===== src/fixed_point_pkg.sv =====
/* Fixed-point formats for the rescale datapath
   Score, difference, element, vector and shift-amount types */
package fixed_point_pkg;

    // Score and running max, Q4.4
    localparam int SCORE_I = 4;
    localparam int SCORE_F = 4;
    typedef logic signed [SCORE_I+SCORE_F-1:0] score_t;

    // a - b needs one more integer bit, Q5.4
    typedef logic signed [SCORE_I+SCORE_F:0] diff_t;

    // Difference with two fraction bits dropped, Q5.2
    typedef logic signed [SCORE_I+2:0] diff_q2_t;

    // log2(e)*d approximation, Q6.2
    typedef logic signed [SCORE_I+3:0] log_t;

    // Vector element, Q9.17
    localparam int ELEM_I = 9;
    localparam int ELEM_F = 17;
    typedef logic signed [ELEM_I+ELEM_F-1:0] elem_t;

    // Widest vector a request can carry
    localparam int VEC_LEN_MAX = 8;
    typedef elem_t [VEC_LEN_MAX-1:0] vec_t;  // Element 0 in the low bits

    // Right-shift amount, 2^-15 is the smallest scale applied
    localparam int MAX_SHIFT = 15;
    typedef logic [3:0] shamt_t;

endpackage

===== src/expmul_pkg.sv =====
/* Opcode enum plus request and result structs
   passed between dispatcher, lanes and collector */
package expmul_pkg;

    import fixed_point_pkg::*;

    // Request kind
    typedef enum logic {
        OP_RESCALE = 1'b0,  // Scale vector by exp(a - b)
        OP_BYPASS  = 1'b1   // Vector goes through untouched
    } opcode_e;

    // Sequence number chosen by the requester
    typedef logic [7:0] tag_t;

    // One rescale request
    typedef struct packed {
        opcode_e opcode;
        score_t  a_val;  // Current score, Q4.4
        score_t  b_val;  // Running max, Q4.4
        tag_t    tag;
        vec_t    vec;    // Elements at or above VEC_LEN are zero
    } expmul_req_t;

    // One rescaled vector
    typedef struct packed {
        tag_t   tag;     // Copied from the request
        shamt_t shamt;   // Shift that was applied
        vec_t   vec;     // Q9.17, each element >>> shamt
    } expmul_res_t;

endpackage


===== src/expmul_array.sv =====
/* Multi-lane rescale engine top: dispatcher,
   generated lanes and in-order collector */
module expmul_array
    import expmul_pkg::*;
#(
    parameter int NUM_LANES = 4,  // 1 to 8
    parameter int BUF_DEPTH = 4,  // Result slots per lane, 2 or more
    parameter int VEC_LEN   = 4   // Live elements per vector
) (
    input  logic        clk,
    input  logic        rst,
    input  logic        in_valid,
    input  expmul_req_t in_req,
    output logic        in_ready,
    output logic        out_valid,
    output expmul_res_t out_res,
    input  logic        out_ready
);

    logic [NUM_LANES-1:0] lane_valid;            // One-hot issue strobe
    expmul_req_t          lane_req;              // Shared request bus
    logic [NUM_LANES-1:0] res_valid;
    expmul_res_t          res [NUM_LANES];
    logic [NUM_LANES-1:0] credit_ret;            // Collector to dispatcher

    lane_dispatch #(
        .NUM_LANES(NUM_LANES),
        .BUF_DEPTH(BUF_DEPTH)
    ) dispatch_inst (
        .clk        (clk),
        .rst        (rst),
        .in_valid   (in_valid),
        .in_req     (in_req),
        .in_ready   (in_ready),
        .lane_valid (lane_valid),
        .lane_req   (lane_req),
        .credit_ret (credit_ret)
    );

    // Identical two-stage lanes
    for (genvar i = 0; i < NUM_LANES; i++) begin : lane_gen
        expmul_lane #(
            .VEC_LEN(VEC_LEN)
        ) lane_inst (
            .clk       (clk),
            .rst       (rst),
            .in_valid  (lane_valid[i]),
            .in_req    (lane_req),
            .out_valid (res_valid[i]),
            .out_res   (res[i])
        );
    end

    result_collect #(
        .NUM_LANES(NUM_LANES),
        .BUF_DEPTH(BUF_DEPTH)
    ) collect_inst (
        .clk        (clk),
        .rst        (rst),
        .res_valid  (res_valid),
        .res        (res),
        .out_valid  (out_valid),
        .out_res    (out_res),
        .out_ready  (out_ready),
        .credit_ret (credit_ret)
    );

endmodule


===== src/result_collect.sv =====
/* Per-lane result FIFOs, in-order round-robin drain
   to the output and credit return to the dispatcher */
module result_collect
    import expmul_pkg::*;
#(
    parameter int NUM_LANES = 4,
    parameter int BUF_DEPTH = 4
) (
    input  logic                 clk,
    input  logic                 rst,
    input  logic [NUM_LANES-1:0] res_valid,
    input  expmul_res_t          res [NUM_LANES],
    output logic                 out_valid,
    output expmul_res_t          out_res,
    input  logic                 out_ready,
    output logic [NUM_LANES-1:0] credit_ret
);

    localparam int DRN_W = (NUM_LANES > 1) ? $clog2(NUM_LANES) : 1;
    localparam int IDX_W = $clog2(BUF_DEPTH);
    localparam int CNT_W = $clog2(BUF_DEPTH + 1);

    typedef enum logic {
        COLLECT_WAIT,     // Pointed FIFO empty
        COLLECT_PRESENT   // Head of pointed FIFO on the output
    } collect_state_e;

    collect_state_e   state, state_nxt;
    expmul_res_t      mem [NUM_LANES][BUF_DEPTH];
    logic [IDX_W-1:0] wr_ptr [NUM_LANES];
    logic [IDX_W-1:0] rd_ptr [NUM_LANES];
    logic [CNT_W-1:0] cnt [NUM_LANES];
    logic [CNT_W-1:0] cnt_nxt [NUM_LANES];
    logic [DRN_W-1:0] drain, drain_nxt;  // Lane being drained
    logic             take;

    // Circular index step
    function automatic logic [IDX_W-1:0] idx_inc(input logic [IDX_W-1:0] p);
        return (p == IDX_W'(BUF_DEPTH - 1)) ? '0 : p + 1'b1;
    endfunction

    assign out_valid = (state == COLLECT_PRESENT);
    assign out_res   = mem[drain][rd_ptr[drain]];  // Head stays put until taken
    assign take      = out_valid && out_ready;

    always_comb begin
        credit_ret        = '0;
        credit_ret[drain] = take;  // One pulse per drained result
    end

    // Same rotation as the dispatcher keeps arrival order
    assign drain_nxt = !take ? drain :
                       (drain == DRN_W'(NUM_LANES - 1)) ? '0 : drain + 1'b1;

    for (genvar i = 0; i < NUM_LANES; i++) begin : cnt_gen
        assign cnt_nxt[i] = cnt[i] + CNT_W'(res_valid[i]) - CNT_W'(credit_ret[i]);

        // Credits keep every FIFO below full
        no_full_wr_a: assert property (@(posedge clk) disable iff (rst)
            res_valid[i] |-> cnt[i] < CNT_W'(BUF_DEPTH))
            else $error("write into full buffer on lane %0d", i);
    end

    always_comb begin
        state_nxt = state;
        case (state)
            COLLECT_WAIT: begin
                if (cnt_nxt[drain] != '0) state_nxt = COLLECT_PRESENT;  // Write just landed
            end
            COLLECT_PRESENT: begin
                if (take && cnt_nxt[drain_nxt] == '0) state_nxt = COLLECT_WAIT;
            end
            default: state_nxt = COLLECT_WAIT;
        endcase
    end

    always_ff @(posedge clk) begin
        if (rst) begin
            state <= COLLECT_WAIT;
            drain <= '0;
            for (int i = 0; i < NUM_LANES; i++) begin
                wr_ptr[i] <= '0;
                rd_ptr[i] <= '0;
                cnt[i]    <= '0;
            end
        end else begin
            state <= state_nxt;
            drain <= drain_nxt;
            for (int i = 0; i < NUM_LANES; i++) begin
                cnt[i] <= cnt_nxt[i];
                if (res_valid[i])  wr_ptr[i] <= idx_inc(wr_ptr[i]);
                if (credit_ret[i]) rd_ptr[i] <= idx_inc(rd_ptr[i]);  // Pop head
            end
        end
    end

    // Buffer storage
    always_ff @(posedge clk) begin
        for (int i = 0; i < NUM_LANES; i++) begin
            if (res_valid[i]) mem[i][wr_ptr[i]] <= res[i];
        end
    end

endmodule


===== src/lane_dispatch.sv =====
/* Round-robin request dispatcher with one credit counter per lane */
module lane_dispatch
    import expmul_pkg::*;
#(
    parameter int NUM_LANES = 4,
    parameter int BUF_DEPTH = 4
) (
    input  logic                 clk,
    input  logic                 rst,
    input  logic                 in_valid,
    input  expmul_req_t          in_req,
    output logic                 in_ready,
    output logic [NUM_LANES-1:0] lane_valid,
    output expmul_req_t          lane_req,
    input  logic [NUM_LANES-1:0] credit_ret
);

    localparam int PTR_W = (NUM_LANES > 1) ? $clog2(NUM_LANES) : 1;
    localparam int CNT_W = $clog2(BUF_DEPTH + 1);

    logic [PTR_W-1:0] rr_ptr;              // Lane that gets the next request
    logic [CNT_W-1:0] credit [NUM_LANES];  // Free buffer slots per lane
    logic             accept;

    // Strict order, wait on the pointed lane even if others have room
    assign in_ready = (credit[rr_ptr] != '0);
    assign accept   = in_valid && in_ready;
    assign lane_req = in_req;  // Shared by all lanes, lane_valid picks one

    always_comb begin
        lane_valid         = '0;
        lane_valid[rr_ptr] = accept;  // Issue same cycle as accept
    end

    always_ff @(posedge clk) begin
        if (rst) begin
            rr_ptr <= '0;
        end else if (accept) begin
            // Wrap explicitly, lane count need not be a power of two
            rr_ptr <= (rr_ptr == PTR_W'(NUM_LANES - 1)) ? '0 : rr_ptr + 1'b1;
        end
    end

    for (genvar i = 0; i < NUM_LANES; i++) begin : credit_gen
        always_ff @(posedge clk) begin
            if (rst) begin
                credit[i] <= CNT_W'(BUF_DEPTH);  // Every buffer starts empty
            end else begin
                // Issue and return may land together
                credit[i] <= credit[i] - CNT_W'(lane_valid[i])
                                       + CNT_W'(credit_ret[i]);
            end
        end

        // Collector returns only what was issued
        credit_ovf_a: assert property (@(posedge clk) disable iff (rst)
            (credit_ret[i] && !lane_valid[i]) |-> credit[i] < CNT_W'(BUF_DEPTH))
            else $error("credit overflow on lane %0d", i);
    end

endmodule


===== src/expmul_lane.sv =====
/* Two-stage rescale lane: exponent approximation in stage 1,
   arithmetic barrel shift of the vector after stage 2 */
module expmul_lane
    import fixed_point_pkg::*;
    import expmul_pkg::*;
#(
    parameter int VEC_LEN = 4
) (
    input  logic        clk,
    input  logic        rst,
    input  logic        in_valid,
    input  expmul_req_t in_req,
    output logic        out_valid,
    output expmul_res_t out_res
);

    localparam int SH_STEPS = 5;  // Steps of 16, 8, 4, 2, 1

    // Stage 1
    logic        s1_valid;
    expmul_req_t s1_req;
    diff_t       d;           // a - b, Q5.4
    diff_q2_t    d_q2;        // Q5.2
    log_t        d_ext;       // d_q2 widened to Q6.2
    log_t        l_q;         // L in Q6.2
    logic signed [5:0] l_int; // floor(L)
    logic signed [6:0] neg_l; // -floor(L), room for +23
    shamt_t      shamt_nxt;

    // Stage 2
    logic                s2_valid;
    expmul_res_t         s2_res;   // Vector still unshifted here
    logic [SH_STEPS-1:0] sh_amt;
    elem_t               shifted [VEC_LEN_MAX];

    // Lane never stalls, valid just walks down the pipe
    always_ff @(posedge clk) begin
        if (rst) begin
            s1_valid <= 1'b0;
            s2_valid <= 1'b0;
        end else begin
            s1_valid <= in_valid;
            s2_valid <= s1_valid;
        end
    end

    always_ff @(posedge clk) begin
        if (in_valid) s1_req <= in_req;  // Capture request
    end

    // Exponent approximation, exp(d) = 2^(log2(e)*d)
    always_comb begin
        d     = diff_t'(s1_req.a_val) - diff_t'(s1_req.b_val);
        d_q2  = d[$bits(diff_t)-1:2];    // Truncate, rounds toward -inf
        d_ext = d_q2;                    // Sign extend
        l_q   = d_ext + (d_ext >>> 1) - (d_ext >>> 4);  // ~1.4375*d
        l_int = l_q[$bits(log_t)-1:2];   // Integer part, floored
        neg_l = 7'sd0 - l_int;

        // Only a scale below 1 turns into a shift
        if (s1_req.opcode == OP_BYPASS || d > 0 || neg_l <= 0) begin
            shamt_nxt = '0;
        end else if (neg_l > MAX_SHIFT) begin
            shamt_nxt = shamt_t'(MAX_SHIFT);  // Saturate tiny scales
        end else begin
            shamt_nxt = shamt_t'(neg_l);
        end
    end

    always_ff @(posedge clk) begin
        if (s1_valid) begin
            s2_res.tag   <= s1_req.tag;
            s2_res.shamt <= shamt_nxt;
            s2_res.vec   <= s1_req.vec;
        end
    end

    assign sh_amt = SH_STEPS'(s2_res.shamt);  // Top step idle while MAX_SHIFT is 15

    // Barrel shifter per element, largest step first
    for (genvar i = 0; i < VEC_LEN_MAX; i++) begin : elem_gen
        if (i < VEC_LEN) begin : live_gen
            elem_t step [SH_STEPS+1];

            assign step[0] = s2_res.vec[i];
            for (genvar k = 0; k < SH_STEPS; k++) begin : step_gen
                assign step[k+1] = sh_amt[SH_STEPS-1-k] ?
                                   (step[k] >>> (1 << (SH_STEPS-1-k))) : step[k];
            end
            assign shifted[i] = step[SH_STEPS];
        end else begin : pad_gen
            assign shifted[i] = '0;  // Unused slot
        end
    end

    assign out_valid = s2_valid;

    always_comb begin
        out_res = s2_res;  // Tag and shift amount
        for (int i = 0; i < VEC_LEN_MAX; i++) begin
            out_res.vec[i] = shifted[i];
        end
    end

    // Dispatcher holds lane_valid low while reset is on
    rst_idle_a: assert property (@(posedge clk) rst |-> in_valid !== 1'b1)
        else $error("lane issued during reset");

endmodule


===== config.mk =====
export PLATFORM = sky130hd
export DESIGN_NAME = expmul_array
export DESIGN_NICKNAME = d
export VERILOG_FILES = /design/src/fixed_point_pkg.sv /design/src/expmul_pkg.sv /design/src/expmul_array.sv /design/src/result_collect.sv /design/src/lane_dispatch.sv /design/src/expmul_lane.sv
export SDC_FILE = /design/constraint.sdc
export NUM_CORES = 2
export LEC_CHECK = 0
export ABC_AREA = 1
export BUFFER_PORTS_ARGS = -buffer_cell sky130_fd_sc_hd__buf_4
export CORE_MARGIN = 2
export CORE_UTILIZATION = 50
export DETAILED_ROUTE_END_ITERATION = 10
export PLACE_DENSITY = 0.66
export SLEW_MARGIN = 30
export SYNTH_ARGS = -nofsm -noshare
export SYNTH_HDL_FRONTEND = slang
export SYNTH_SLANG_ARGS = --single-unit

===== constraint.sdc =====
create_clock -name clk -period 11.3 [get_ports clk]
set_input_delay 0.565 -clock clk [delete_from_list [all_inputs] [get_ports clk]]
set_output_delay 0.565 -clock clk [all_outputs]
set_load 0.1 [all_outputs]

==> flow_metrics.py <==
metrics = {
    "run_status": {
        "status": "finished clean",
    },
    "sta": {
        "min_period_over_period": 0.594,
        "clock_skew_ns": 0.0839,
        "rsz0062_at_grt": "false",
        "final-max-slew-violation-count": 0,
        "relSlewSlack": 0.273,
        "min_period_ns": 6.71,
        "hold_violations": 0,
        "finalSetupTns_ns": 0,
        "finalSetupViolCount": 0,
        "worst_pin_slew_ns": 1.08,
        "fmax_mhz": 149,
        "setup_ws_ns": 4.59,
    },
    "worst_setup_path": {
        "crit_fanout": 98,
        "worstSetupPathType": "reg2out",
        "crit_path_end_kind": "output port",
        "cp.required_ns": 10.74,
        "worst_setup_path_start_kind": "flop",
        "crit_arrival_ns": 6.14,
    },
    "yosys": {
        "synthFlopType": "edfxtp_1",
        "avgSynthCellArea_sq_um": 11.3,
        "syn_area_sq_um": 125000,
        "yosysSeqAreaShare": 0.690,
        "synthArstFlopShare": 0,
        "synth-seq-cells": 2891,
        "ys_warn_count": 0,
        "synth_edf_count": 2852,
        "ys_types": 50,
        "synthCells": 11100,
    },
    "final_layout": {
        "multi_input_area_sq_um": 34200,
        "final_area_sq_um": 141000,
        "syn_to_final_growth_pct": 12.5,
        "final_layout_size_suffix_gt1_frac": 0.0841,
        "fillers": 20300,
        "final_common_cell": "edfxtp_1",
        "final_nets": 11600,
        "final_cell_mix": "edfxtp_1, nand2_1, o21ai_0",
        "seqCellArea_sq_um": 86400,
    },
    "power_and_ir_drop": {
        "leakage_nw": 50.6,
        "ir_drop_uv": 242,
        "power_density_nw_per_um2": 257,
    },
    "grt": {
        "grt_max_degree": 193,
        "antenna_found_initial": 66,
        "grt_pass1_vias": 84800,
        "gr-total-overflow": 0,
        "grt_pass1_wl_um": 571000,
        "track_usage": 0.304,
    },
    "clock_network": {
        "root_buffer": "clkbuf_16",
        "clock_sinks": 2891,
        "cts_buffers": 310,
        "htreeDepth": 5,
        "clkTransAtPathRegs_ns": 0.06,
        "cts_tree": "built",
        "postCtsSetupBuffers": 0,
        "cts_buffer_depth": 4,
        "clock_latency_ns": 0.97,
    },
    "placement": {
        "place_ws_ns": 5.68,
        "dpl_cell_area_sq_um": 130000,
        "gp_congestion": 0.962,
        "port_buffers": 250,
        "post-dp-hpwl_um": 250000,
    },
    "floorplanning": {
        "die_w_um": 505,
        "coreArea_sq_um": 249000,
        "die_y_um": 505,
        "rows": 183,
        "initial_core_util": 0.503,
        "die_area_sq_um": 255000,
        "pin_count": 459,
    },
    "route": {
        "viasPerCell": 6.13,
        "num_vias": 90600,
        "wire_per_inst_um": 26.9,
        "first_pass_iters": 7,
        "drtIter0Drc": 13600,
        "ant_nets": 0,
        "wirelength_um": 397000,
        "drt_drc_violations_left": 0,
    },
    "min_path": {
        "hold_class": "in2reg",
    },
    "run": {
        "maxCapViolCount": 0,
    },
}
-- cell families after synthesis --
| family | share of synthesized area |
|---|---|
| multiplexers | 0.00639 |
| buffers and inverters | 0.0423 |
| other | 0.0000299 |
| XOR/XNOR | 0.00270 |
| adder cells (fa/ha/maj) | 0.0149 |
| flip-flops | 0.690 |
| AND/OR/NAND/NOR | 0.123 |
| AO/OA/AOI/OAI | 0.121 |
-- critical path: stages, from the launching register on --
cell,delay [ns]
dfxtp_4,0.93
buf_4,0.67
buf_4,0.72
buf_4,0.81
o21ai_0,0.21
o22ai_1,0.22
nor2_1,0.07
o32ai_1,0.83
buf_4,0.44
-- per-layer routing --
metal  global-route usage  wire length (um)
met4                0.103             13500
met3               0.0812             55500
met2                0.456            174000
met1                0.431            153000
met5                    0               418
-- registers in the layout, summed over array words and instances (netlist names), named ones only --
| name | flops |
|---|---|
| dispatch_inst.credit | 12 |
| dispatch_inst.rr_ptr | 2 |
| collect_inst.mem | 1856 |
| collect_inst.cnt | 12 |
| lane_gen.lane_inst.out_valid | 4 |
| lane_gen.lane_inst.out_res | 48 |
| lane_gen.lane_inst.s1_valid | 4 |
| collect_inst.out_valid | 1 |
| lane_gen.lane_inst.s1_req | 516 |
| collect_inst.wr_ptr | 8 |
| collect_inst.rd_ptr | 8 |
| lane_gen.lane_inst.elem_gen.live_gen.step | 416 |
| collect_inst.drain | 2 |
-- final timing paths --
check                                          from                            endpoint  slack, ns  cells past startpoint
setup / recovery              collect_inst.drain[0]                         out_res[58]       4.59                      8
hold reg to reg    lane_gen[1].lane_inst.s1_req[64]                                flop       0.39                      0
setup reg to reg  lane_gen[0].lane_inst.s1_req[224]  lane_gen[0].lane_inst.out_res[208]       6.72                     30
hold / removal                            out_ready               collect_inst.drain[1]       0.23                      5
-- what timing repair did --
action                    in CTS  in global routing
gates resized for setup        0                  0
hold buffers                 130                  0
hold endpoints to repair     540                  0
-- final cells by class --
type | instances | share of cell area
flip-flops and latches | 2891 | 0.613
clock buffers | 366 | 0.0579
clock inverters | 172 | 0.0119
repair buffers | 531 | 0.0318
well taps | 3330 | 0.0296
inverters | 458 | 0.0131
diodes | 19 | 0.000337
multi-input cells | 7014 | 0.242
-- per-stage QoR --
step           total power [mW]  hold slack, ns   util  instances
2_1_floorplan              22.3           0.400      -      11200
3_3_place_gp               25.9           0.400  0.521      14100
3_5_place_dp               26.2           0.405  0.521      14100
4_1_cts                    36.1           0.184  0.566      14800
5_1_grt                    37.7           0.268  0.566      14800
6_report                   36.2           0.232  0.566      14800
-- synth_stat cells (all sizes together), types with 2 or more instances --
cell type / n / area share
nand4: 19 / 0.00095
a211oi: 2 / 0.00012
o21a: 2 / 0.00012
xor2: 23 / 0.0017
nor2: 1476 / 0.044
o22ai: 465 / 0.023
a21oi: 243 / 0.0098
buf: 319 / 0.014
dfxtp: 39 / 0.0062
fa: 16 / 0.0026
clkbuf: 493 / 0.015
o32ai: 116 / 0.0081
o21ai: 1827 / 0.073
and2: 4 / 0.00022
nand2: 1926 / 0.058
inv: 454 / 0.014
or2: 21 / 0.0010
nand3: 408 / 0.017
nand3b: 16 / 0.00099
xnor2: 13 / 0.0010
nor3: 8 / 0.00036
o21bai: 5 / 0.00030
edfxtp: 2852 / 0.68
a31oi: 86 / 0.0043
clkinv: 4 / 0.00012
ha: 124 / 0.012
mux2i: 80 / 0.0064
o311ai: 17 / 0.0012
a21o: 8 / 0.00048
-- where the power goes --
part	switching, mW	total [mW]	internal, mW
Clock	4.12	9.94	5.82
Combinational	9.93	13.0	3.04
Sequential	0.252	13.3	13.0
Total	14.3	36.2	21.9
Power figures use the tool's default switching activity.
